$ cat src/rtl/video_pkg.sv
package video_pkg;

    // palette geometry
    localparam int PAL_IDX_W  = 8;               // color index from each playfield
    localparam int PAL_ADDR_W = PAL_IDX_W + 1;   // top bit picks table A or table B
    localparam int PAL_DEPTH  = 1 << PAL_ADDR_W; // both tables together

    // 12-bit color, 4 bits per channel
    typedef struct packed {
        logic [3:0] r;
        logic [3:0] g;
        logic [3:0] b;
    } rgb_t;

    // palette entry
    // alpha[3:2] selects the blend mode when this is color A,
    // alpha[3:2] of color B sets the mix amount in B-alpha mode
    typedef struct packed {
        logic [3:0] alpha;
        rgb_t       rgb;
    } argb_t;

    // blend rule, taken from alpha[3:2] of color A
    typedef enum logic [1:0] {
        BLEND_B_ALPHA = 2'b00, // mix by B's alpha
        BLEND_WRAP    = 2'b01, // add, wrap at 16
        BLEND_CLAMP   = 2'b10, // add, saturate at 15
        BLEND_A_TOP   = 2'b11  // A only
    } blend_mode_e;

    typedef struct packed {
        logic hsync;
        logic vsync;
        logic de;    // display enable
    } timing_t;

    // one pixel from the two playfield pipelines
    typedef struct packed {
        timing_t              timing;
        logic [PAL_IDX_W-1:0] idx_a;
        logic [PAL_IDX_W-1:0] idx_b;
    } pixel_in_t;

    // host write into the palette
    typedef struct packed {
        logic [PAL_ADDR_W-1:0] addr;
        argb_t                 data;
    } pal_wr_t;

    // pixel leaving the compositor
    typedef struct packed {
        timing_t timing;
        rgb_t    rgb;
    } pixel_out_t;

endpackage
$ cat src/rtl/video_out.sv
`timescale 1ns/1ps

module video_out (
    input  logic                  clk,
    input  logic                  rst_n_i,

    // blended color with its timing
    input  video_pkg::rgb_t       rgb_i,
    input  video_pkg::timing_t    timing_i,

    // outgoing pixel, straight from flops
    output video_pkg::pixel_out_t pix_o
);

    video_pkg::rgb_t rgb_blanked;

    // black outside the visible area
    always_comb begin
        if (timing_i.de) begin
            rgb_blanked = rgb_i;
        end else begin
            rgb_blanked = '0;
        end
    end

    // color and sync leave on the same edge
    always_ff @(posedge clk) begin
        if (!rst_n_i) begin
            pix_o <= '0;    // sync low, color black
        end else begin
            pix_o.timing <= timing_i;
            pix_o.rgb    <= rgb_blanked;
        end
    end

endmodule

$ cat config.mk
export PLATFORM = sky130hd
export DESIGN_NAME = video_out
export DESIGN_NICKNAME = d
export VERILOG_FILES = /design/src/rtl/video_pkg.sv /design/src/rtl/video_out.sv
export SDC_FILE = /design/constraint.sdc
export NUM_CORES = 1
export LEC_CHECK = 0
export BUFFER_PORTS_ARGS = -buffer_cell sky130_fd_sc_hd__buf_4
export CAP_MARGIN = 20
export CORE_AREA = 2 2 39 41
export DETAILED_ROUTE_END_ITERATION = 10
export DIE_AREA = 0 0 41 43
export PLACE_DENSITY = 0.66
export SYNTH_ARGS = -nofsm -noshare
export SYNTH_HDL_FRONTEND = slang
export SYNTH_SLANG_ARGS = --single-unit
$ cat constraint.sdc
create_clock -name clk -period 0.8 [get_ports clk]
set_clock_uncertainty 0.05 [all_clocks]
set_input_delay 0.04 -clock clk [delete_from_list [all_inputs] [get_ports clk]]
set_output_delay 0.04 -clock clk [all_outputs]
set_load 0.05 [all_outputs]
After elaboration in Yosys (flattened, before gate mapping)
Index checks and enable logic that the tools add are counted.
{"block": "totals", "ff_bits": 15, "latch_bits": 0, "mem_bits_rw": 0, "romBits": 0, "elab_cells": 7, "mem_count": 0}
{"block": "op_classes", "add_sub_neg": 0, "n_mul": 0, "div_mod_pow": 0, "order_cmp": 0, "n_eq_ne": 0, "n_shift": 0, "n_mux": 0, "bitwise": 0, "n_reduce_logical": 1}
{"op": "2-bit AND reduction", "n": 1}

Longest topological paths before layout
Gate-level depths: netlist of run 1.
{"block": "depth", "word_depth": 1, "depth_mapped": 2, "mapped_depth_nobuf": 1}

Least setup slack after synthesis of run 1
Ideal clock, no wire load.
{"block": "synth_timing", "path_type": "register -> output", "from": "register pix_o[0] (netlist name)", "to": "output pix_o[0] (netlist name)", "arrival_ns": 0.587, "path_slack_ns": 0.123, "stages_incl_launch_ff": 1, "n_path_buf": 0, "path_cell_list": "dfxtp_1"}
{"item": "from (decl)", "line_no": "video_out.sv:12", "source": "output video_pkg::pixel_out_t pix_o"}
No word-level cell between the ends.

Worst setup path after layout of run 1
{"block": "layout_timing", "from": "register pix_o[5] (netlist name)", "to": "output pix_o[5] (netlist name)"}
No word-level cell between the ends.

==> qor.csv, run 1 <==
metric,value,unit
required,0.71,ns
die_height,43,microns
combPwrFrac,0.227,
critPathKind,reg2out,
async_flop_share,0,
max_freq,1.17,GHz
root_buffer,clkbuf_4,
ys_ff_latch,15,
syn_area,420,sq um
wl,1080,microns
clk_pin_slew,0.09,ns
end_kind,output pin,
p_leak,0.465,nW
hold_path_depth,2,
fin_nets,97,
cts_tree,done,
cp.arrival,0.77,ns
final_util,0.688,
ys.flop_type,dfxtp_1,
post-route-min-period,0.857,ns
initial_core_util,0.304,
synth_top_area_share,0.714,
power_frac_seq,0.508,
fillers,101,
clockBufferDepth,2,
setup_violations,15,
setup_slack,-0.0571,ns
grt_max_degree,16,
num_io_pins,32,
pre_cts_slack,0.216,ns
slew_violations,0,
cap_violations,0,
track_usage,0.133,
postSynthCellCount,32,
cp_slowest_stage_delay,0.35,ns
finalWeightedCongestion,0.500,
yosysMostFrequentCell,dfxtp_1,
switchingPower,0.000420,W
drc_errors,0,
min_from,timing_i[0],
finalHoldViolCount,0,
synth_common_cells,"dfxtp_1, and3_1, and3_2, and2_2",
powerDensity,1660,nW/um^2
start_kind,flip-flop,
regMostFlops,pix_o,
internal_power,0.00116,W
gr-total-overflow,0,
drt-vias-per-instance,4.19,
synth.net_count,49,
crit_family,flip-flops,
first_pass_iters,2,
period_share,1.07,
cts_setup_buffers,0,
ys_top_cells_by_area,"dfxtp_1, and3_1, and3_2, and2_2, buf_6",
clkSinkCount,15,
reg_top3,pix_o (15),
fp.dieW,41,microns
ant_nets,0,
ys_warn_count,0,
cts_buffers,3,
vias,398,
max-slew-margin-rel,0.924,
rows,14,
synth-edff-count,0,
fp.dieArea,1760,sq um
yosysTopAreaCell,dfxtp_1,
max_slew.worst_pin.slew,0.115,ns
antenna_found_initial,0,
multi_input_area,104,sq um
path_max_fanout,1,
synth_cell_types,6,
ir_drop,1060,uV
grt_pass1_wl,1500,microns
seq_area,319,sq um
slowest_stage,dfxtp_2,
antennaDiodeCount,0,
p_sw_frac,0.265,
drive_gt1_frac,0.734,
holdCritPathClass,in2reg,
area_growth,126,%
status,"complete, but fails checks",
clkPwrFrac,0.265,
syn_avg_cell_area,13.1,sq um
core_area,1380,sq um
htreeDepth,1,
largest_reg_flops,15,
port_buffers,31,
crit_buf_inv,1,
holdPathEnd,pix_o[12],
routed_wire_length_per_instance,11.4,microns
violations,negative setup slack,
drt_iter0_markers,2,
ys_seq_area_frac,0.714,
grt_pass1_vias,367,
rsz0062_at_grt,yes,
crit_chain,buf_8,
-- cell type report --
class / instances / area share
Timing Repair Buffer: 45 / 0.506
Multi-Input combinational cell: 15 / 0.109
Clock inverter: 1 / 0.00526
Tap cell: 16 / 0.0210
Clock buffer: 3 / 0.0237
Sequential cell: 15 / 0.335
-- repair_timing --
item | in CTS | in global routing
hold buffers | 14 | 0
gates resized for setup | 35 | 9
pin swaps | 0 | 0
cloned | 0 | 0
hold endpoints to repair | 14 | 0
setup endpoints to repair | 15 | 15
-- through the flow --
stage / cell area, sq um / std cells / TNS [ns] / hold WS, ns / power, W
final: 952 / 95 / -0.680 / 0.0119 / 0.00158
after global routing: 952 / 95 / -1.27 / 0.0173 / 0.00167
after CTS: 918 / 95 / -0.835 / 0.00494 / 0.00158
after detailed placement: 657 / 77 / 0 / 0.216 / 0.00106
after global placement: 657 / 77 / 0 / 0.214 / 0.00106
after floorplan: 420 / 32 / 0 / 0.132 / 0.000954
-- metal layers --
| metal | part of all wire | up-vias | global-route usage |
|---|---|---|---|
| met2 | 0.56 | 25 | 0.222 |
| met5 | 0 | - | 0 |
| met4 | 0 | 0 | 0.100 |
| met1 | 0.35 | 174 | 0.131 |
| li1 | - | 199 | - |
| met3 | 0.080 | 0 | 0.0314 |
-- how the worst max path moves through the flow --
stage | cells past startpoint | to | startpoint | slack (ns)
2_1_floorplan | 0 | pix_o[0] | pix_o[0] | 0.12
3_3_place_gp | 1 | pix_o[12] | pix_o[12] | 0.23
3_5_place_dp | 1 | pix_o[5] | pix_o[5] | 0.22
4_1_cts | 1 | pix_o[5] | pix_o[5] | -0.07
5_1_grt | 1 | pix_o[5] | pix_o[5] | -0.10
6_report | 1 | pix_o[5] | pix_o[5] | -0.06
-- layout by cell type, fill, tap and decap left out --
cell           netlist  final
and3_1               7      7
dfxtp_2              0     15
dlygate4sd3_1        0     14
buf_8                0     14
clkbuf_4             0      3
and3_2               5      5
clkinv_2             0      1
buf_4                0     16
buf_6                1      1
and2_2               3      3
-- logic make-up (layout without fill, tap and decap cells) --
logic type             Yosys count  in the layout  share of synthesized area
and+or+nand+nor                 15             15                      0.247
buffers and inverters            2             49                     0.0387
DFF                             15             15                      0.714
-- power by group through the flow --
| stage | sequential [W] | clock, W | combinational, W |
|---|---|---|---|
| final | 0.000805 | 0.000419 | 0.000360 |
| after global routing | 0.000807 | 0.000479 | 0.000380 |
| after CTS | 0.000801 | 0.000436 | 0.000343 |
| after detailed placement | 0.000804 | 0 | 0.000261 |
| after global placement | 0.000803 | 0 | 0.000258 |
| after floorplan | 0.000918 | 0 | 0.0000358 |
(Power assumes the default switching activity.)
==> run 2: changes to the inputs <==
--- a/config.mk
+++ b/config.mk
@@ -6,7 +6,7 @@
 export NUM_CORES = 1
 export LEC_CHECK = 0
 export BUFFER_PORTS_ARGS = -buffer_cell sky130_fd_sc_hd__buf_4
-export CAP_MARGIN = 20
+export CAP_MARGIN = 40
 export CORE_AREA = 2 2 39 41
 export DETAILED_ROUTE_END_ITERATION = 10
 export DIE_AREA = 0 0 41 43
==> constraint.sdc (replaced) <==
create_clock -name clk -period 1.02 [get_ports clk]
set_clock_uncertainty 0.05 [all_clocks]
set_input_delay 0.051 -clock clk [delete_from_list [all_inputs] [get_ports clk]]
set_output_delay 0.051 -clock clk [all_outputs]
set_load 0.05 [all_outputs]
==> run 2 against run 1 <==
  * The flow now finishes without violations
  * First-iteration DRC count shrank 50%
  * Critical path type unchanged
  * Combinational power shrank 32%
  * Largest cell class unchanged
  * Wire length shrank 17%
  * Non-clock buffer count is the same
==> qor.csv, run 2 (synthesis gave the netlist of run 1 again) <==
metric,value,unit
drc_errors,0,
port_buffers,31,
critPathKind,reg2out,
design_area,825,sq um
wl,903,microns
powerDensity,1440,nW/um^2
p_leak,0.431,nW
place_area,657,sq um
max_slew.worst_pin.slew,0.150,ns
p_sw_frac,0.262,
cts-resized-gates,0,
tns,0,ns
routed_wire_length_per_instance,9.51,microns
critPathCapture,pix_o[5],
final_cell_mix,"buf_4, dfxtp_1, dlygate4sd3_1",
clkPwrFrac,0.272,
first_pass_iters,2,
ant_nets,0,
drt-vias-per-instance,4.05,
period_share,0.877,
rows,14,
cp.arrival,0.79,ns
vias,385,
ir_drop,789,uV
final_common_cell,buf_4,
start_kind,flip-flop,
htreeDepth,1,
reg_top3,pix_o (15),
cp-startpoint,pix_o[5],
cts_tree,done,
cap_violations,0,
status,completed,
combPwrFrac,0.208,
cp_slowest_stage_delay,0.33,ns
core_area,1380,sq um
holdCritPathClass,in2reg,
die_height,43,microns
fp.dieW,41,microns
grt_pass1_wl,1320,microns
finalWeightedCongestion,0.500,
fp.dieArea,1760,sq um
cp.depth,1,
gr-total-overflow,0,
drt_iter0_markers,1,
antenna_found_initial,0,
initial_core_util,0.304,
track_usage,0.118,
crit_buf_inv,1,
max_freq,1.12,GHz
fillers,115,
path_max_fanout,1,
crit_chain,buf_4,
antennaDiodeCount,0,
clockBufferDepth,2,
finalHoldViolCount,0,
grt_pass1_vias,336,
switchingPower,0.000310,W
cts_buffers,3,
max-slew-margin-rel,0.901,
setup_violations,0,
clk_pin_slew,0.09,ns
required,0.92,ns
power_frac_seq,0.520,
slew_violations,0,
internal_power,0.000874,W
clkSinkCount,15,
area_growth,96.1,%
root_buffer,clkbuf_4,
rsz0062_at_grt,no,
post-route-min-period,0.895,ns
slowest_stage,dfxtp_1,
grt_max_degree,16,
end_kind,output pin,
num_io_pins,32,
largest_reg_flops,15,
fin_nets,97,
crit_family,flip-flops,
drive_gt1_frac,0.544,
regMostFlops,pix_o,
-- run 2: cell types whose count changed in the layout (fill, tap and decap cells not counted) --
cell     change
dfxtp_1     +15
dfxtp_2     -15
buf_4       +15
buf_8       -14
buf_6        -1
-- run 2: repair_timing --
| item | CTS | global route |
|---|---|---|
| setup buffers | 0 | 0 |
| hold endpoints to repair | 14 | 0 |
| hold buffers | 14 | 0 |
-- run 2: worst min-delay path by stage --
stage	endpoint	slack, ns	startpoint	depth (start not counted)
6_report	pix_o[12]	0.03	timing_i[0]	2
5_1_grt	pix_o[12]	0.02	timing_i[0]	2
4_1_cts	pix_o[12]	0.02	timing_i[0]	2
3_5_place_dp	pix_o[13]	0.23	timing_i[1]	2
3_3_place_gp	pix_o[13]	0.22	timing_i[1]	2
2_1_floorplan	pix_o[13]	0.14	timing_i[1]	1
-- run 2: per-stage QoR --
step | power [W] | hold WS [ns] | setup slack (ns) | util | cells
floorplan | 0.000748 | 0.143 | 0.332 | - | 32
global placement | 0.000833 | 0.225 | 0.437 | 0.475 | 77
detailed placement | 0.000835 | 0.227 | 0.425 | 0.475 | 77
CTS | 0.00121 | 0.0160 | 0.104 | 0.596 | 95
global route | 0.00125 | 0.0248 | 0.0728 | 0.596 | 95
finish | 0.00118 | 0.0255 | 0.125 | 0.596 | 95
-- run 2: cell type report --
class	count	area [sq um]	area share
Clock inverter	1	5.00	0.00607
Multi-Input combinational cell	15	104	0.126
Tap cell	16	20.0	0.0243
Sequential cell	15	300	0.364
Timing Repair Buffer	45	373	0.452
Clock buffer	3	22.5	0.0273
-- run 2: power by group through the flow --
stage	logic, W	clock network [W]	registers, W
after global placement	0.000203	0	0.000630
after floorplan	0.0000281	0	0.000720
after CTS	0.000247	0.000342	0.000617
final	0.000246	0.000322	0.000616
after global routing	0.000261	0.000373	0.000619
after detailed placement	0.000204	0	0.000630
-- run 2: routing by layer --
metal,vias up,track usage,wire length (microns)
met5,-,0,0
met4,0,0.100,0
met3,0,0.0366,106
met2,23,0.181,427
met1,163,0.122,369
li1,199,-,-
