**src/rtl/video_pkg.sv**
```systemverilog
package video_pkg;

    // palette geometry
    localparam int PAL_IDX_W  = 8;               // color index from each playfield
    localparam int PAL_ADDR_W = PAL_IDX_W + 1;   // top bit picks table A or table B
    localparam int PAL_DEPTH  = 1 << PAL_ADDR_W; // both tables together

    // 12-bit color, 4 bits per channel
    typedef struct packed {
        logic [3:0] r;
        logic [3:0] g;
        logic [3:0] b;
    } rgb_t;

    // palette entry
    // alpha[3:2] selects the blend mode when this is color A,
    // alpha[3:2] of color B sets the mix amount in B-alpha mode
    typedef struct packed {
        logic [3:0] alpha;
        rgb_t       rgb;
    } argb_t;

    // blend rule, taken from alpha[3:2] of color A
    typedef enum logic [1:0] {
        BLEND_B_ALPHA = 2'b00, // mix by B's alpha
        BLEND_WRAP    = 2'b01, // add, wrap at 16
        BLEND_CLAMP   = 2'b10, // add, saturate at 15
        BLEND_A_TOP   = 2'b11  // A only
    } blend_mode_e;

    typedef struct packed {
        logic hsync;
        logic vsync;
        logic de;    // display enable
    } timing_t;

    // one pixel from the two playfield pipelines
    typedef struct packed {
        timing_t              timing;
        logic [PAL_IDX_W-1:0] idx_a;
        logic [PAL_IDX_W-1:0] idx_b;
    } pixel_in_t;

    // host write into the palette
    typedef struct packed {
        logic [PAL_ADDR_W-1:0] addr;
        argb_t                 data;
    } pal_wr_t;

    // pixel leaving the compositor
    typedef struct packed {
        timing_t timing;
        rgb_t    rgb;
    } pixel_out_t;

endpackage
```
**src/rtl/video_blend.sv**
```systemverilog
`timescale 1ns/1ps

module video_blend (
    input  logic               clk,
    input  logic               rst_n_i,

    // colors from the palette lookup
    input  video_pkg::argb_t   color_a_i,
    input  video_pkg::argb_t   color_b_i,
    input  video_pkg::timing_t timing_i,

    // blended color and matching timing, one cycle later
    output video_pkg::rgb_t    rgb_o,
    output video_pkg::timing_t timing_o
);

    video_pkg::blend_mode_e mode;     // rule chosen by A
    logic [1:0]             b_amount; // share of B in B-alpha mode
    video_pkg::rgb_t        blend_rgb;

    // one channel of the blend
    function automatic logic [3:0] blend_chan(
        input video_pkg::blend_mode_e mode_i,
        input logic [1:0]             amount_i,
        input logic [3:0]             a_i,
        input logic [3:0]             b_i
    );
        logic [5:0] sum_75; // a + 2a + b
        logic [4:0] sum;    // a + b, carry kept
        logic [3:0] res;

        sum_75 = {2'b00, a_i} + {1'b0, a_i, 1'b0} + {2'b00, b_i};
        sum    = {1'b0, a_i} + {1'b0, b_i};

        case (mode_i)
            video_pkg::BLEND_B_ALPHA: begin
                case (amount_i)
                    2'b00:   res = a_i;          // 100% A
                    2'b01:   res = sum_75[5:2];  // 75% A, 25% B
                    2'b10:   res = sum[4:1];     // 50/50
                    default: res = b_i;          // 100% B
                endcase
            end
            video_pkg::BLEND_WRAP: begin
                res = sum[3:0];                  // carry dropped
            end
            video_pkg::BLEND_CLAMP: begin
                // saturate on any overflow, not just when both msbs set
                res = sum[4] ? 4'hf : sum[3:0];
            end
            default: begin
                res = a_i;                       // A on top, B ignored
            end
        endcase

        return res;
    endfunction

    assign mode     = video_pkg::blend_mode_e'(color_a_i.alpha[3:2]);
    assign b_amount = color_b_i.alpha[3:2];

    always_comb begin
        blend_rgb.r = blend_chan(mode, b_amount, color_a_i.rgb.r, color_b_i.rgb.r);
        blend_rgb.g = blend_chan(mode, b_amount, color_a_i.rgb.g, color_b_i.rgb.g);
        blend_rgb.b = blend_chan(mode, b_amount, color_a_i.rgb.b, color_b_i.rgb.b);
    end

    // timing is control, cleared on reset
    always_ff @(posedge clk) begin
        if (!rst_n_i) begin
            timing_o <= '0;
        end else begin
            timing_o <= timing_i;
        end
    end

    // color payload, blanking is applied at the output stage
    always_ff @(posedge clk) begin
        rgb_o <= blend_rgb;
    end

endmodule

```
**config.mk**
```make
export PLATFORM = sky130hd
export DESIGN_NAME = video_blend
export DESIGN_NICKNAME = d
export VERILOG_FILES = /design/src/rtl/video_pkg.sv /design/src/rtl/video_blend.sv
export SDC_FILE = /design/constraint.sdc
export NUM_CORES = 1
export LEC_CHECK = 0
export BUFFER_PORTS_ARGS = -buffer_cell sky130_fd_sc_hd__buf_4
export CELL_PAD_IN_SITES_DETAIL_PLACEMENT = 2
export CELL_PAD_IN_SITES_GLOBAL_PLACEMENT = 2
export CORE_UTILIZATION = 34
export DETAILED_ROUTE_END_ITERATION = 7
export PLACE_DENSITY = 0.87
export SLEW_MARGIN = 15
export SYNTH_ARGS = -nofsm -noshare
export SYNTH_HDL_FRONTEND = slang
export SYNTH_SLANG_ARGS = --single-unit
```
**constraint.sdc**
```tcl
create_clock -name clk -period 3.8 [get_ports clk]
set_input_delay 0.19 -clock clk [delete_from_list [all_inputs] [get_ports clk]]
set_output_delay 0.19 -clock clk [all_outputs]
set_load 0.01 [all_outputs]
```
## After elaboration in Yosys (flattened, before gate mapping)

Cells that the tools add are included.

- Bits in registers: 15
- Input port bits: 37
- Output and inout bits: 15
- Logic and storage cells: 30

- Add/subtract/negate cells: 9
- Equal/unequal tests: 4
- Muxes and demuxes: 9
- Reductions and logical operators: 2

Operators with widths:

| operator | count |
|---|---|
| $pmux W4 S3 | 6 |
| $add A4 B5 Y6 | 3 |
| $add A6 B4 Y6 | 3 |
| $add A4 B4 Y5 | 3 |
| $mux W4 | 3 |
| $eq A2 B1 Y1 const B | 2 |
| $eq A2 B2 Y1 const B | 2 |
| $logic_not A2 Y1 | 2 |

## Longest topological paths before layout

Gate-level depths: netlist of the first run.

- Depth after elaboration: 4
- Depth in mapped cells: 8
- Depth with buffers taken out: 8

## Least setup slack after synthesis of the first run

Ideal clock, no wire load.

- Path type: input to register
- From: in color_a_i[5] in the netlist's numbering
- To: reg rgb_o[5] in the netlist's numbering
- Setup time: 0.135 ns
- Data arrival time: 2.239 ns
- Data required time: 3.665 ns
- Path slack: 1.426 ns
- Cell stages on the path: 6
- Buffers on the path: 0
- Path through: fa_1 -> inv_1 -> fa_1 -> xnor2_1 -> mux4_2 -> mux4_2

RTL lines:

| element | RTL line | text |
|---|---|---|
| start, declared | video_blend.sv:8 | `input video_pkg::argb_t color_a_i,` |
| end signal, assigned | video_blend.sv:79 | `rgb_o <= blend_rgb;` |
| end, declared | video_blend.sv:13 | `output video_pkg::rgb_t rgb_o,` |

==> out/metrics.yaml, run 1 <==
global_routing:
  gr-usage-met3: 0.0174
  grt_util_met1: 0.249
  most_crowded_layer_after_global_routing: "met2"
  antenna_violations_before_repair: 0
  maximum_number_of_pins_on_one_net_before_global_route_repair: 33
  grtUsageTotal: 0.198
  grt-ovfl-total: 0
  grt_pass1_vias: 2020
  global_route.usage.met2: 0.365
  grt_pass1_wl_mm: 9.49
yosys:
  post_synth_instance_area_um2: 1980
  yosys_register_bits: 15
  synth_area_per_cell_um2: 9.12
  synth-edff-count: 0
  yosysWarningCount: 0
  synth_fp_nets: 290
  synth.distinct_cells: 38
  synth_sequential_area_ratio: 0.152
  synth_flop_cell: "dfxtp_1"
  syn_inst: 217
  async_flop_share: 0
setup_path:
  worst_endpoint_required_time_ns: 3.93
  critical_path_class: "in2reg"
  worstSetupStartpointType: "primary input"
  critical_path.startpoint: "color_a_i[5]"
  worstSetupEndpoint: "rgb_o[5]"
  crit_fanout: 6
  worstPathArrival_ns: 2.55
  setup.worst_path.end_class: "flop"
final_layout:
  mostFrequentLayoutCells: "47 x buf_4, 29 x inv_1, 21 x ha_1"
  final_net_count: 332
  n_fill_cell: 659
  multi_input_comb_area_um2: 1530
  areaGrowthSynthToFinish_pct: 22.5
  num_antenna_cells: 0
  layout-drive-gt1-share: 0.244
  fin_util: 0.437
  mostFrequentLayoutCell: "buf_4"
  regArea_um2: 300
  layoutNonFillerInstCount: 330
clocking:
  post_cts_resized: 0
  root_buffer: "clkbuf_8"
  cts-hold-fix-buffers: 0
  cts_sinks: 15
  cts_htree_levels: 1
  post_cts_repair_timing_setup_buffer_count: 0
  clk_transition_reported_paths_ns: 0.07
  numCtsBuffers: 3
  cts_max_path_buffers: 2
  tritoncts_clock_tree: "yes"
die:
  start_util: 0.357
  std_cell_rows: 27
  core_area_um2: 5540
  ios: 52
  floorplan.die.width_um: 78.3
  floorplan.die_area_um2: 6130
  fp.dieH_um: 78.3
route:
  post-route-drc-count: 0
  route.final.wire_length_mm: 5.65
  post_drt_via_cell_ratio: 5.47
  routed_wire_length_per_instance_um: 17.1
  route.vias.total: 1806
  ant_nets: 0
  detailedRoute.firstPassIterationCount: 4
  drt_iter0_markers: 55
sta:
  report.final.hold_viol_count: 0
  max_clock_freq_mhz: 412
  grt_setup_unrepaired: "false"
  final_max_slew_viol_count: 0
  final_critical_path_setup_slack_ns: 1.37
  fin_tns_setup_ns: 0
  final_period_demand_of_the_worst_path_ns: 2.43
  period_share: 0.639
  setup_violations: 0
  max-slew-margin-rel: 0.682
  tightest_slew_ns: 0.477
placement:
  dp_worst_setup_slack_ns: 1.11
  buffer_ports.inserted: 47
  gp_congestion: 0.739
  dp_hpwl_mm: 4.60
  place_inst: 326
pwr:
  irDropWorstVdd_uv: 153
  leakagePower_nw: 1.09
  power_density_cells_nw_per_um2: 292
job:
  cap_viol_max_count: 0
outcome:
  status: "finished clean"
hold_path:
  worst_hold_path_type: "in2reg"
-- cell families (layout without fill, tap and decap cells) --
kind of cell    Yosys count  in the layout  synth area share
compound gates           56             56             0.190
simple gates             50             50             0.133
buf+inv                  39             80            0.0772
fa+ha+maj                36             36             0.285
flops                    15             15             0.152
mux                      11             11             0.119
xor+xnor                 10             10            0.0443
-- cell usage after synthesis (3+ instances only) --
library cell  instances  area share
a211oi_1              3       0.011
a21oi_1              14       0.035
a31o_1                3       0.013
and2_1                3      0.0095
buf_2                 5       0.013
clkbuf_1              5      0.0095
dfxtp_1              15        0.15
fa_1                 15        0.15
ha_1                 21        0.13
inv_1                29       0.055
mux4_2               10        0.11
nand2_1              12       0.023
nand3_1               4       0.010
nor2_1                8       0.015
nor2b_1               8       0.025
o211ai_1              7       0.027
o21ai_0               9       0.023
o2bb2ai_1             3       0.013
o32ai_1               3       0.013
or2_1                 4       0.013
xnor2_1               9       0.040
-- where the power goes --
part	switching [mW]	leakage [nW]	total, mW	internal [mW]
combinational	0.189	0.940	0.380	0.191
sequential	0.00679	0.126	0.188	0.182
clock	0.0654	0.0255	0.138	0.0727
-- final cells by class --
type	count	area share
clock inverter	1	0.00207
tap	72	0.0372
timing repair buffer	47	0.146
clock buffer	3	0.0170
inverter	29	0.0449
multi-input combinational	163	0.629
sequential	15	0.124
-- registers in the layout, summed over array words and instances, names as in the netlist --
register  flops
timing_o      3
rgb_o        12
-- layer usage --
layer / vias up / wire (µm)
met5: - / 0
met2: 39 / 2870
li1: 856 / -
met1: 903 / 2570
met4: 0 / 51
met3: 8 / 160
-- how the worst min path moves through the flow --
stage	slack, ns	startpoint	cells after the start	endpoint
2_1_floorplan	0.31	rst_n_i	1	timing_o[0]
3_3_place_gp	0.40	timing_i[2]	2	timing_o[2]
3_5_place_dp	0.41	timing_i[0]	2	timing_o[0]
4_1_cts	0.14	timing_i[0]	2	timing_o[0]
5_1_grt	0.15	timing_i[0]	2	timing_o[0]
6_report	0.14	timing_i[0]	2	timing_o[0]
-- per-stage QoR --
step	hold WS [ns]	area, µm²	power [mW]
2_1_floorplan	0.312	1980	0.434
3_3_place_gp	0.397	2380	0.553
3_5_place_dp	0.410	2380	0.575
4_1_cts	0.143	2420	0.715
5_1_grt	0.148	2420	0.759
6_report	0.143	2420	0.707
-- critical path, stage by stage --
cell and delay, ns:
buf_4 0.14, fa_1 0.58, inv_1 0.09, fa_1 0.48
xnor2_1 0.15, mux4_2 0.46, mux4_2 0.45
(Power assumes the default switching activity.)
==> run 2, diff against run 1 <==
ABC_AREA = 1   (was unset)
CORE_UTILIZATION = 26   (was 34)
PLACE_DENSITY = 0.79   (was 0.87)
clock period = 2 ns   (was 3.8 ns; I/O delays follow)
==> out/metrics.yaml, run 2 <==
die:
  ios: 52  # unchanged
  core_area_um2: 7690  # +39%
  std_cell_rows: 32  # +19%
  fp.dieH_um: 91.1  # +16%
  floorplan.die_area_um2: 8300  # +35%
  floorplan.die.width_um: 91.1  # +16%
  start_util: 0.268  # -0.0887
setup_path:
  crit_fanout: 6  # unchanged
  worstPathArrival_ns: 1.92  # -0.63 ns
  worst_endpoint_required_time_ns: 2.19  # -1.74 ns
  critical_path_class: "in2reg"
  setup.worst_path.end_class: "flop"
  worstSetupStartpointType: "primary input"
yosys:
  yosysMostFrequentCell: "nand2_1"
  synth_fp_nets: 386  # +33%
  synth_area_per_cell_um2: 6.59  # -28%
  top_cells_by_instance_count_after_synthesis: "92 x nand2_1, 44 x inv_1, 31 x nand3_1, 28 x nor2_1, 21 x ha_1"
  synth_top_area_frac: 0.167  # +0.0156
  syn_inst: 313  # +44%
  post_synth_instance_area_um2: 2060  # +4.3%
  async_flop_share: 0  # unchanged
  yosys_register_bits: 15  # unchanged
  yosysWarningCount: 0  # unchanged
  synth-edff-count: 0  # unchanged
  synth_top_cell_by_area: "nand2_1"
  synth_flop_cell: "dfxtp_1"
  synth_sequential_area_ratio: 0.146  # -0.00626
  synth.area.top_cells: "nand2_1 17%, dfxtp_1 15%, fa_1 15%"
  synth.distinct_cells: 25  # -34%
sta:
  hold_ws_ns: 0.0282  # -0.115 ns
  max_clock_freq_mhz: 580
  period_share: 0.862
  setup_violations: 0  # unchanged
  grt_setup_unrepaired: "false"
  final_critical_path_setup_slack_ns: 0.276  # -1.10 ns
  final_max_slew_viol_count: 0  # unchanged
  tightest_slew_ns: 0.508  # +0.0307 ns
  final_period_demand_of_the_worst_path_ns: 1.72
  report.final.hold_viol_count: 0  # unchanged
  max-slew-margin-rel: 0.661  # -0.0208
placement:
  placedInstanceArea_um2: 2520  # +6.2%
  gp_congestion: 0.784  # +6.0%
  dp_worst_setup_slack_ns: -0.0153  # -1.13 ns
  buffer_ports.inserted: 47  # unchanged
  dp_hpwl_mm: 6.10  # +33%
route:
  routed_wire_length_per_instance_um: 15.7  # -8.3%
  drt_iter0_markers: 31  # -44%
  detailedRoute.firstPassIterationCount: 4  # unchanged
  route.final.wire_length_mm: 7.29  # +29%
  ant_nets: 0  # unchanged
  post-route-drc-count: 0  # unchanged
  route.vias.total: 2259  # +25%
  post_drt_via_cell_ratio: 4.87  # -11%
clocking:
  cts_sinks: 15  # unchanged
  root_buffer: "clkbuf_8"
  cts-hold-fix-buffers: 0  # unchanged
  cts_htree_levels: 1  # unchanged
  tritoncts_clock_tree: "yes"
  post_cts_resized: 0  # unchanged
  clk_transition_reported_paths_ns: 0.07  # about the same
  numCtsBuffers: 3  # unchanged
  post_cts_repair_timing_setup_buffer_count: 0  # unchanged
  cts_max_path_buffers: 2  # unchanged
final_layout:
  num_antenna_cells: 0  # unchanged
  areaGrowthSynthToFinish_pct: 24.5
  final_net_count: 436  # +31%
  max_ffs_per_register: 12  # unchanged
  mostFrequentLayoutCell: "nand2_1"
  mostFrequentLayoutCells: "92 x nand2_1, 48 x buf_4, 44 x inv_1"
  layout-drive-gt1-share: 0.169  # -0.0757
  layout.cell_area.non_filler_um2: 2570  # +6.0%
  fin_util: 0.334  # -0.103
  reg_top3: "rgb_o: 12 flops, timing_o: 3 flops"
  largest_register: "rgb_o"
global_routing:
  antenna_violations_before_repair: 0  # unchanged
  grt_pass1_vias: 2543  # +26%
  grt_pass1_wl_mm: 12.4  # +31%
  grtUsageTotal: 0.185  # -0.0128
  maximum_number_of_pins_on_one_net_before_global_route_repair: 13  # -61%
  grt-ovfl-total: 0  # unchanged
hold_path:
  worst_hold_path_type: "in2reg"
pwr:
  irDropWorstVdd_uv: 161  # +5.5%
  leakagePower_nw: 1.35  # +23%
  power_density_cells_nw_per_um2: 522  # +79%
outcome:
  status: "finished clean"
job:
  cap_viol_max_count: 0  # unchanged
run 2: changes by cell type after synthesis, moves of 4 or more:
cell      before  now
nand2_1       12   92
a21oi_1       14   20
nor2b_1        8    0
xnor2_1        9    4
clkbuf_1       5    0
nor2_1         8   28
inv_1         29   44
mux4_2        10    0
nand4_1        0    7
buf_2          5    1
o211ai_1       7    1
nand3_1        4   31
run 2: through the flow:
step	power (mW)	cells	setup TNS, ns
final	1.34	464	0
after CTS	1.36	464	0
after floorplan	0.796	313	0
after global placement	1.05	460	0
after global routing	1.46	464	0
after detailed placement	1.09	460	-0.0153
run 2: power breakdown:
part           leakage, nW  switching (mW)  internal, mW
Clock               0.0228           0.126         0.141
Sequential           0.126          0.0137         0.341
Combinational         1.20           0.419         0.301
Total                 1.35           0.558         0.784
run 2: path summary, 6_finish.rpt:
check                 slack [ns]           to  cells after the start    startpoint
worst max-delay path        0.28    rgb_o[11]                      9  color_a_i[9]
worst min-delay path        0.03  timing_o[2]                      3   timing_i[2]
run 2: layer usage:
metal	track usage	wire length, µm
met4	0.0159	31
met5	0	0
met1	0.228	3310
met2	0.354	3740
met3	0.0209	205
run 2: cells by family after synthesis:
family | Yosys count | share of synthesized area
buffers and inverters | 51 | 0.103
adder cells (fa/ha/maj) | 36 | 0.273
XOR/XNOR | 5 | 0.0212
AO/OA/AOI/OAI | 39 | 0.102
flip-flops | 15 | 0.146
AND/OR/NAND/NOR | 167 | 0.355
run 2: layout make-up:
class	instances	area, µm²
fillers	961	5120
multi-input cells	247	1550
repair buffers	48	360
flip-flops and latches	15	300
inverters	48	185
well taps	102	128
clock buffers	4	45.0
run 2: worst max-delay path, cell delays in order:
cell     delay (ns)
buf_4          0.15
fa_1           0.57
inv_1          0.07
fa_1           0.47
o21ai_0        0.27
nand2_1        0.09
nand2_1        0.08
nand2_1        0.06
nand4_1        0.07
