--- src/rtl/video_pkg.sv ---
package video_pkg;

    // palette geometry
    localparam int PAL_IDX_W  = 8;               // color index from each playfield
    localparam int PAL_ADDR_W = PAL_IDX_W + 1;   // top bit picks table A or table B
    localparam int PAL_DEPTH  = 1 << PAL_ADDR_W; // both tables together

    // 12-bit color, 4 bits per channel
    typedef struct packed {
        logic [3:0] r;
        logic [3:0] g;
        logic [3:0] b;
    } rgb_t;

    // palette entry
    // alpha[3:2] selects the blend mode when this is color A,
    // alpha[3:2] of color B sets the mix amount in B-alpha mode
    typedef struct packed {
        logic [3:0] alpha;
        rgb_t       rgb;
    } argb_t;

    // blend rule, taken from alpha[3:2] of color A
    typedef enum logic [1:0] {
        BLEND_B_ALPHA = 2'b00, // mix by B's alpha
        BLEND_WRAP    = 2'b01, // add, wrap at 16
        BLEND_CLAMP   = 2'b10, // add, saturate at 15
        BLEND_A_TOP   = 2'b11  // A only
    } blend_mode_e;

    typedef struct packed {
        logic hsync;
        logic vsync;
        logic de;    // display enable
    } timing_t;

    // one pixel from the two playfield pipelines
    typedef struct packed {
        timing_t              timing;
        logic [PAL_IDX_W-1:0] idx_a;
        logic [PAL_IDX_W-1:0] idx_b;
    } pixel_in_t;

    // host write into the palette
    typedef struct packed {
        logic [PAL_ADDR_W-1:0] addr;
        argb_t                 data;
    } pal_wr_t;

    // pixel leaving the compositor
    typedef struct packed {
        timing_t timing;
        rgb_t    rgb;
    } pixel_out_t;

endpackage
--- src/rtl/palette_writer.sv ---
`timescale 1ns/1ps

module palette_writer (
    input  logic              clk,
    input  logic              rst_n_i,

    // host side
    input  logic              pal_wr_valid_i,
    input  video_pkg::pal_wr_t pal_wr_i,
    output logic              pal_wr_ready_o,

    // display enable of the incoming pixel
    input  logic              de_i,

    // palette RAM write port
    output logic              ram_we_o,
    output video_pkg::pal_wr_t ram_wr_o
);

    logic accept; // handshake completes on this edge

    // only take writes during blanking, so the visible area never
    // sees a palette entry change under it
    assign pal_wr_ready_o = ~de_i;
    assign accept         = pal_wr_valid_i & pal_wr_ready_o;

    // write strobe is high for exactly one cycle per accepted write
    always_ff @(posedge clk) begin
        if (!rst_n_i) begin
            ram_we_o <= 1'b0;
        end else begin
            ram_we_o <= accept;
        end
    end

    // address and data only need to be valid with the strobe
    always_ff @(posedge clk) begin
        if (accept) begin
            ram_wr_o <= pal_wr_i;
        end
    end

endmodule

--- config.mk ---
export PLATFORM = sky130hd
export DESIGN_NAME = palette_writer
export DESIGN_NICKNAME = d
export VERILOG_FILES = /design/src/rtl/video_pkg.sv /design/src/rtl/palette_writer.sv
export SDC_FILE = /design/constraint.sdc
export NUM_CORES = 1
export LEC_CHECK = 0
export ABC_AREA = 1
export ABC_CLOCK_PERIOD_IN_PS = 1400
export BUFFER_PORTS_ARGS = -buffer_cell sky130_fd_sc_hd__buf_2
export CORE_MARGIN = 2
export CORE_UTILIZATION = 38
export DETAILED_ROUTE_END_ITERATION = 16
export PLACE_DENSITY = 0.75
export SLEW_MARGIN = 40
export SYNTH_ARGS = -nofsm -noshare
export SYNTH_HDL_FRONTEND = slang
export SYNTH_SLANG_ARGS = --single-unit
--- constraint.sdc ---
create_clock -name clk -period 1.4 [get_ports clk]
set_input_delay 0.14 -clock clk [delete_from_list [all_inputs] [get_ports clk]]
set_output_delay 0.14 -clock clk [all_outputs]
set_load 0.03 [all_outputs]
# Word level (Yosys, flattened, before mapping)
# Cells that the tools add are included.
dict set report totals {
  regBits 26
  in_bits 29
  output_inout_bits 27
  word_cells 8
}
dict set report op_classes {
  bitwise_logic 2
}
# op count
set op_table {}
lappend op_table {{1-bit bitwise AND} 1}
lappend op_table {{1-bit NOT} 1}

# Longest topological paths before layout
# Gate-level depths: netlist of run 1.
dict set report depth {
  depth_word 2
  mapped_depth 3
  depth_no_buf 3
}

# Worst setup path after synthesis of run 1
# No wires, ideal clock.
dict set report synth_path {
  path_type {input-to-reg}
  start {input port de_i}
  end {register ram_wr_o[0] in the netlist's numbering, enable pin}
  setup_time_ns 0.380
  arrival_ns 0.854
  required_ns 1.020
  slack_ns 0.166
  stages 3
  n_path_buf 0
  path_cell_list {inv_2 > nand2_2 > inv_1}
}
dict set report synth_via {
  elab_chain_cells 2
}
# item line
set synth_lines {}
lappend synth_lines {{start: declaration} palette_writer.sv:13} ;# input logic de_i,
lappend synth_lines {{1-bit NOT} palette_writer.sv:24} ;# assign pal_wr_ready_o = ~de_i;
lappend synth_lines {{1-bit bitwise AND} palette_writer.sv:25} ;# assign accept = pal_wr_valid_i & pal_wr_ready_o;
lappend synth_lines {{via accept} palette_writer.sv:20} ;# logic accept;
lappend synth_lines {{end signal: assignment} palette_writer.sv:39} ;# ram_wr_o <= pal_wr_i;
lappend synth_lines {{end: declaration} palette_writer.sv:17} ;# output video_pkg::pal_wr_t ram_wr_o
# The timed path passes the listed nets, and every way through them passes these cells.
# A chain may end at the register's enable or synchronous reset.

# Worst setup path in the final report of run 1
dict set report layout_path {
  start {register ram_wr_o[6] in the netlist's numbering}
  end {output port ram_wr_o[6] in the netlist's numbering}
}
# No word-level cell between the ends.

==> results of run 1 <==
==> registers in the layout (all words and copies together), names as in the netlist <==
register,count
ram_wr_o,25
ram_we_o,1
==> kinds of logic (layout without fill, tap and decap cells) <==
family                 after synthesis  count (layout)  share of synthesized area [%]
AND/OR/NAND/NOR                      2               2                           1.58
flip-flops                          26              26                           97.0
buffers and inverters                3              86                           1.42
==> timing repair <==
item                                   4_1_cts  5_1_grt
setup buffers                                0        0
resized for setup                            0        0
endpoints found under the hold margin       11       12
hold buffers                                11       12
==> routing by layer <==
layer  GRT usage [%]  routed length [um]  vias up
li1                -                   -      281
met1            16.8                 763      250
met2            21.1                 874       56
met3            6.67                 303        2
met4            6.94                  12        0
met5               0                   0        -
==> layout make-up <==
type,instances,area (um2),area share [%]
repair buffers,79,513,37.5
inverters,3,11.3,0.823
clock buffers,4,26.3,1.92
well taps,27,33.8,2.47
multi-input cells,2,12.5,0.915
flip-flops and latches,26,771,56.4
==> power by group <==
| group | switching, uW | internal, uW | total, uW |
|---|---|---|---|
| clock network | 191 | 111 | 302 |
| logic | 159 | 105 | 264 |
| registers | 12.4 | 908 | 921 |
==> path summary, 6_finish.rpt <==
check	to	slack (ns)	depth (start not counted)
setup / recovery	ram_wr_o[6]	0.35	1
hold / removal	ram_wr_o[19]	0.02	1
==> through the flow <==
stage	power [uW]	area (um2)	worst slack, ns	util [%]	cells
2_1_floorplan	1060	795	0.166	-	31
3_3_place_gp	1150	1110	0.404	56.6	114
3_5_place_dp	1150	1110	0.380	56.6	114
4_1_cts	1470	1250	0.349	63.6	129
5_1_grt	1550	1370	0.301	69.7	141
6_report	1490	1370	0.349	69.7	141
==> cells in the mapped netlist, drive strengths merged <==
cell | count | area share, %
dfxtp | 1 | 2.5
edfxtp | 25 | 94
inv | 3 | 1.4
nand2 | 1 | 0.79
nor2 | 1 | 0.79
==> results.toml, run 1 <==
[finish]
fin_nets = 144
final_cell_mix = "55 x buf_2, 25 x edfxtp_1, 23 x dlygate4sd3_1"
final_layout_size_suffix_gt1_share_pct = 54.4
fillCellCount = 138
area_delta_synth_final_pct = 72.1
layout_commonest_cell = "buf_2"
n_antenna_cell = 0

[sta]
hold_viol = 0
period_share_pct = 75.1
slew_headroom_pct = 80.1
fmax_mhz = 951
finalSetupTns_ns = 0
setup_viol = 0
rsz0062_at_grt = "false"
worst_slew_pin_slew_ns = 0.299
holdWs_ns = 0.0177
finalMaxSlewViolations = 0
layout_min_cycle_time_ns = 1.05

[critical_path]
path_buf_inv = 1
arrival_ns = 0.91
crit_path_top_delay_cell = "edfxtp_1"
crit_required_ns = 1.26
critical_path.top_delay_family = "flip-flops"
cp-start-kind = "flip-flop"
crit_path_max_incr_delay_ns = 0.41
path_max_fanout = 1
crit_type = "reg -> out"
crit_chain = "buf_2"
startpoint = "ram_wr_o[6]"
cp-end-kind = "output pin"

[power_and_ir_drop]
power_leakage_uw = 0.000599
ir_drop_mv = 0.675
power_density_nw_per_um2 = 1090

[logic_synthesis]
netlist_area_um2 = 795
ys_warn_count = 0
syn_nets = 60
synth_cell_types = 6
syn_inst = 31
syn_avg_cell_area_um2 = 25.6
ys_seq_area_share_pct = 97.0
ys_ff_latch = 26

[floorplan]
dieArea_um2 = 2470
die_y_um = 49.7
start_util_pct = 40.5
rows = 16
chipWidth_um = 49.7
core_um2 = 1960
io_pins = 56

[worst_hold_path]
hold_start = "pal_wr_i[19]"
hp-class = "in -> reg"

[clock_tree]
cts_buffers = 3
htreeDepth = 1
root_buffer = "clkbuf_4"
path_clk_slew_ns = 0.13
cts_buffer_depth = 2
tritoncts = "built"
cts.sinks = 26

[route]
ant_nets = 0
via_count = 589
dr.first_iter.drc_count = 9
viasPerCell = 4.18
drt_wl_total_um = 1950
drc = 0
detail_route.wl_per_cell_um = 13.9
drt_first_pass_iters = 4

[placed_design]
gp_congestion = 0.659
io_buffers = 55

[run_status]
run_status = "finished clean"

[run]
maxCapViolCount = 0

[global_route]
grt_pass1_wl_um = 2480
gr-total-overflow = 0
antenna_found_initial = 0
grt_max_degree = 26
grt_pass1_vias = 564
grtUsageTotal_pct = 14.0
Power figures use the tool's default switching activity.
==> inputs of run 2 (changes only) <==
--- a/config.mk
+++ b/config.mk
@@ -6,7 +6,7 @@
 export NUM_CORES = 1
 export LEC_CHECK = 0
 export ABC_AREA = 1
-export ABC_CLOCK_PERIOD_IN_PS = 1400
+export ABC_CLOCK_PERIOD_IN_PS = 1000
 export BUFFER_PORTS_ARGS = -buffer_cell sky130_fd_sc_hd__buf_2
 export CORE_MARGIN = 2
 export CORE_UTILIZATION = 38
==> constraint.sdc (replaced) <==
create_clock -name clk -period 1 [get_ports clk]
set_input_delay 0.1 -clock clk [delete_from_list [all_inputs] [get_ports clk]]
set_output_delay 0.1 -clock clk [all_outputs]
set_load 0.03 [all_outputs]
==> run 2 against run 1 <==
The flow now finishes with violations (setup timing). Clock power up 46%. Via count is 4.4% higher. Power grew 49%. Largest cell class unchanged.
==> results.toml, run 2 (synthesized netlist as in run 1, its figures left out) <==
[clock_tree]
cts.sinks = 26
cts_buffer_depth = 2
cts_setup_buffers = 0
tritoncts = "built"
root_buffer = "clkbuf_4"
cts_buffers = 3
htreeDepth = 1
path_clk_slew_ns = 0.13

[power_and_ir_drop]
power_leakage_uw = 0.000657
power_switching_uw = 557
p_clk_share_pct = 19.9
power_density_nw_per_um2 = 1420
sequentialPowerShare_pct = 59.1
combPwrFrac_pct = 21.0
power.total_uw = 2210
p_int_uw = 1650
switching_share_pct = 25.2
ir_drop_mv = 0.986

[route]
viasPerCell = 4.27
dr.first_iter.drc_count = 1
ant_nets = 0
drt_first_pass_iters = 2
drc = 0
via_count = 615
detail_route.wl_per_cell_um = 15.0
drt_wl_total_um = 2160

[floorplan]
rows = 16
chipWidth_um = 49.7
die_y_um = 49.7
core_um2 = 1960
dieArea_um2 = 2470
start_util_pct = 40.5
io_pins = 56

[critical_path]
path_max_fanout = 1
cp-start-kind = "flip-flop"
crit_path_top_delay_cell = "edfxtp_1"
critical_path.top_delay_family = "flip-flops"
crit_type = "reg -> out"
arrival_ns = 0.91
crit_required_ns = 0.90
cp-end-kind = "output pin"
path_buf_inv = 1
crit_path_max_incr_delay_ns = 0.44
crit_chain = "buf_6"

[run]
maxCapViolCount = 0

[finish]
final_layout_size_suffix_gt1_share_pct = 53.8
area_delta_synth_final_pct = 96.4
n_antenna_cell = 0
fin_nets = 147
top_register = "ram_wr_o"
final_cell_mix = "31 x buf_2, 26 x dlygate4sd3_1, 25 x edfxtp_1"
layout_commonest_cell = "buf_2"
fillCellCount = 107
stdcell_count = 144
biggestRegsByFlops = "ram_wr_o: 25 flops, ram_we_o: 1 flops"
largest_reg_flops = 25

[run_status]
run_status = "complete, but fails checks"
violations = "setup timing"

[sta]
hold_viol = 0
period_share_pct = 101
layout_min_cycle_time_ns = 1.01
setup_viol = 1
worst_slew_pin_slew_ns = 0.161
rsz0062_at_grt = "true"
finalMaxSlewViolations = 0
slew_headroom_pct = 89.4
fmax_mhz = 989
setup_ws_ns = -0.0114

[worst_hold_path]
whs_endpoint = "ram_we_o"
hold_start = "de_i"
hold_path_depth = 4
hp-class = "in -> reg"

[placed_design]
gp_congestion = 0.683
io_buffers = 55
placed_cells = 114
dp.final_hpwl_um = 1050

[global_route]
grt_max_degree = 25
antenna_found_initial = 0
gr-usage-met2_pct = 26.0
grt_pass1_vias = 659
gr-total-overflow = 0
top_usage_layer = "met2"
grtUsageTotal_pct = 16.7
grt_pass1_wl_um = 2910
grtUsageMet1_pct = 20.2
use_met3_pct = 6.36
## run 2: worst max-delay path by stage
stage,start,endpoint,slack [ns],cells after the start
after detailed placement,de_i,ram_wr_o[5],0.10,5
after global placement,de_i,ram_wr_o[5],0.12,5
after CTS,ram_wr_o[2],ram_wr_o[2],0.002,1
final,ram_wr_o[2],ram_wr_o[2],-0.01,1
after floorplan,de_i,ram_wr_o[0],0.02,3
after global routing,ram_wr_o[22],ram_wr_o[22],-0.05,1
## run 2: per-layer routing
| layer | part of all wire (%) | wire length (um) |
|---|---|---|
| met1 | 41 | 892 |
| met2 | 45 | 961 |
| met3 | 13 | 291 |
| met4 | 0.60 | 13 |
| met5 | 0 | 0 |
## run 2: area by class of cell
cell class	count	area [um2]	share of cell area [%]
tap	27	33.8	2.17
clock inverter	1	3.75	0.241
sequential	26	771	49.4
clock buffer	3	22.5	1.44
timing repair buffer	82	702	45.0
multi-input combinational	2	12.5	0.802
inverter	3	15.0	0.962
## run 2: through the flow
step                      cell area, um2  hold WS (ns)  setup TNS (ns)  worst slack (ns)  util [%]
after floorplan                      798         0.199               0            0.0213         -
after global placement              1130         0.276               0             0.124      57.5
after detailed placement            1130         0.278               0             0.104      57.5
after CTS                           1420        0.0467               0           0.00157      72.4
after global routing                1560        0.0471          -0.540           -0.0509      79.5
final                               1560        0.0535         -0.0114           -0.0114      79.5
## run 2: power by group through the flow
stage / logic [uW] / clock network [uW] / registers [uW]
4_1_cts: 385 / 434 / 1290
5_1_grt: 484 / 494 / 1310
3_5_place_dp: 306 / 0 / 1310
2_1_floorplan: 25.8 / 0 / 1460
6_report: 464 / 440 / 1300
3_3_place_gp: 304 / 0 / 1310
## run 2: timing repair
| action | 4_1_cts | 5_1_grt |
|---|---|---|
| hold buffers | 26 | 0 |
| endpoints found under the setup margin | 1 | 24 |
| gates resized for setup | 2 | 68 |
| endpoints found under the hold margin | 26 | 0 |
==> inputs of run 3 (changes only) <==
--- a/config.mk
+++ b/config.mk
@@ -8,10 +8,13 @@
 export ABC_AREA = 1
 export ABC_CLOCK_PERIOD_IN_PS = 1000
 export BUFFER_PORTS_ARGS = -buffer_cell sky130_fd_sc_hd__buf_2
+export CELL_PAD_IN_SITES_DETAIL_PLACEMENT = 1
+export CELL_PAD_IN_SITES_GLOBAL_PLACEMENT = 2
+export CORE_ASPECT_RATIO = 0.5
 export CORE_MARGIN = 2
-export CORE_UTILIZATION = 38
+export CORE_UTILIZATION = 25
 export DETAILED_ROUTE_END_ITERATION = 16
-export PLACE_DENSITY = 0.75
+export PLACE_DENSITY_LB_ADDON = 0.1
 export SLEW_MARGIN = 40
 export SYNTH_ARGS = -nofsm -noshare
 export SYNTH_HDL_FRONTEND = slang
==> constraint.sdc (replaced) <==
create_clock -name clk -period 1 [get_ports clk]
set_input_delay 0.1 -clock clk [delete_from_list [all_inputs] [get_ports clk]]
set_output_delay 0.1 -clock clk [all_outputs]
set_load 0.005 [all_outputs]
==> run 3 against run 2 <==
The run now ends clean. Design area fell by 10%. Critical path depth is the same. Sequential share of layout area grew 5.7 points. Setup slack improved by 0.13 ns. Cell count rose by 5.6%. Non-clock buffer count is 5 lower.
==> results.toml, run 3 (synthesized netlist as in run 1, its figures left out) <==
[run_status]
run_status = "finished clean"

[sta]
finalMaxSlewViolations = 0
setup_viol = 0
slew_headroom_pct = 91.1
fmax_mhz = 1130
worst_slew_pin_slew_ns = 0.134
hold_viol = 0
period_share_pct = 88.2
rsz0062_at_grt = "false"
layout_min_cycle_time_ns = 0.882
finalSetupTns_ns = 0

[placed_design]
dp.final_hpwl_um = 1180
gp_congestion = 0.662
placed_cells = 127
io_buffers = 55

[finish]
layout_commonest_cell = "buf_2"
fin_nets = 142
top_register = "ram_wr_o"
biggestRegsByFlops = "ram_wr_o: 25 flops, ram_we_o: 1 flops"
final_util_pct = 46.4
n_antenna_cell = 0
area_delta_synth_final_pct = 76.1
final_cell_mix = "55 x buf_2, 25 x edfxtp_1, 21 x dlygate4sd3_1"
largest_reg_flops = 25
stdcell_count = 152
final_layout_size_suffix_gt1_share_pct = 56.3

[route]
drc = 0
ant_nets = 0
viasPerCell = 3.70
dr.first_iter.drc_count = 7
drt_wl_total_um = 1650
drt_first_pass_iters = 3
detail_route.wl_per_cell_um = 10.8
via_count = 562

[critical_path]
crit_path_top_delay_cell = "edfxtp_1"
path_max_fanout = 1
crit_chain = "buf_2"
crit_required_ns = 0.90
critical_path.top_delay_family = "flip-flops"
crit_path_max_incr_delay_ns = 0.39
path_buf_inv = 1
arrival_ns = 0.78
cp-end-kind = "output pin"
cp-start-kind = "flip-flop"
crit_type = "reg -> out"

[floorplan]
core_um2 = 3010
dieArea_um2 = 3670
chipWidth_um = 83.7
io_pins = 56
start_util_pct = 26.4
rows = 14
die_y_um = 43.9

[power_and_ir_drop]
power_density_nw_per_um2 = 1500
power_leakage_uw = 0.000594
ir_drop_mv = 0.804

[clock_tree]
htreeDepth = 1
cts_buffers = 3
path_clk_slew_ns = 0.08
cts.sinks = 26
root_buffer = "clkbuf_8"
cts_buffer_depth = 2
tritoncts = "built"

[global_route]
grt_pass1_vias = 509
antenna_found_initial = 0
gr-total-overflow = 0
grt_max_degree = 26
grtUsageTotal_pct = 8.05
grt_pass1_wl_um = 2190

[run]
maxCapViolCount = 0

[worst_hold_path]
hp-class = "in -> reg"
-- run 3: cell types whose count changed in the layout (fill, tap and decap cells not counted) --
cell / change
buf_6: -23
buf_4: -1
clkbuf_1: +1
dlygate4sd3_1: -5
clkbuf_8: +3
clkbuf_4: -3
clkinv_1: -1
buf_2: +24
-- run 3: power breakdown --
group | internal [uW] | switching [uW] | leakage (uW)
logic | 146 | 82.5 | 0.000328
registers | 1270 | 15.6 | 0.000243
clock network | 284 | 293 | 0.0000228
total | 1700 | 391 | 0.000594
-- run 3: metal layers --
metal	GRT usage [%]	up-vias	part of all wire [%]
met5	0	-	0
met4	0.968	0	0
met3	6.29	0	9.2
met2	16.2	24	55
met1	6.43	262	35
li1	-	276	-
-- run 3: worst paths after layout --
kind | slack [ns] | startpoint | to | depth (start not counted)
worst max-delay path | 0.12 | ram_wr_o[17] | ram_wr_o[17] | 1
worst min-delay path | 0.02 | pal_wr_i[4] | ram_wr_o[4] | 1
-- run 3: final cells by class --
class | instances | area [um2]
clock buffer | 4 | 45.0
fill | 337 | 1610
inverter | 3 | 15.0
multi-input combinational | 2 | 12.5
sequential | 26 | 771
tap | 40 | 50.0
timing repair buffer | 77 | 505
-- run 3: metrics by stage --
step	power [uW]	area [um2]	setup slack [ns]	hold WS, ns
detailed placement	1480	1140	0.103	0.279
global placement	1470	1140	0.137	0.278
floorplan	1350	798	0.0842	0.199
finish	2090	1400	0.118	0.0154
CTS	2060	1190	0.106	0.000719
global route	2200	1400	0.0645	0.000950
-- run 3: what timing repair did --
| item | in CTS | in global routing |
|---|---|---|
| buffers inserted | 0 | 0 |
| hold buffers | 0 | 21 |
| resized for setup | 0 | 0 |
| endpoints found under the hold margin | 0 | 21 |
| endpoints found under the setup margin | 0 | 0 |
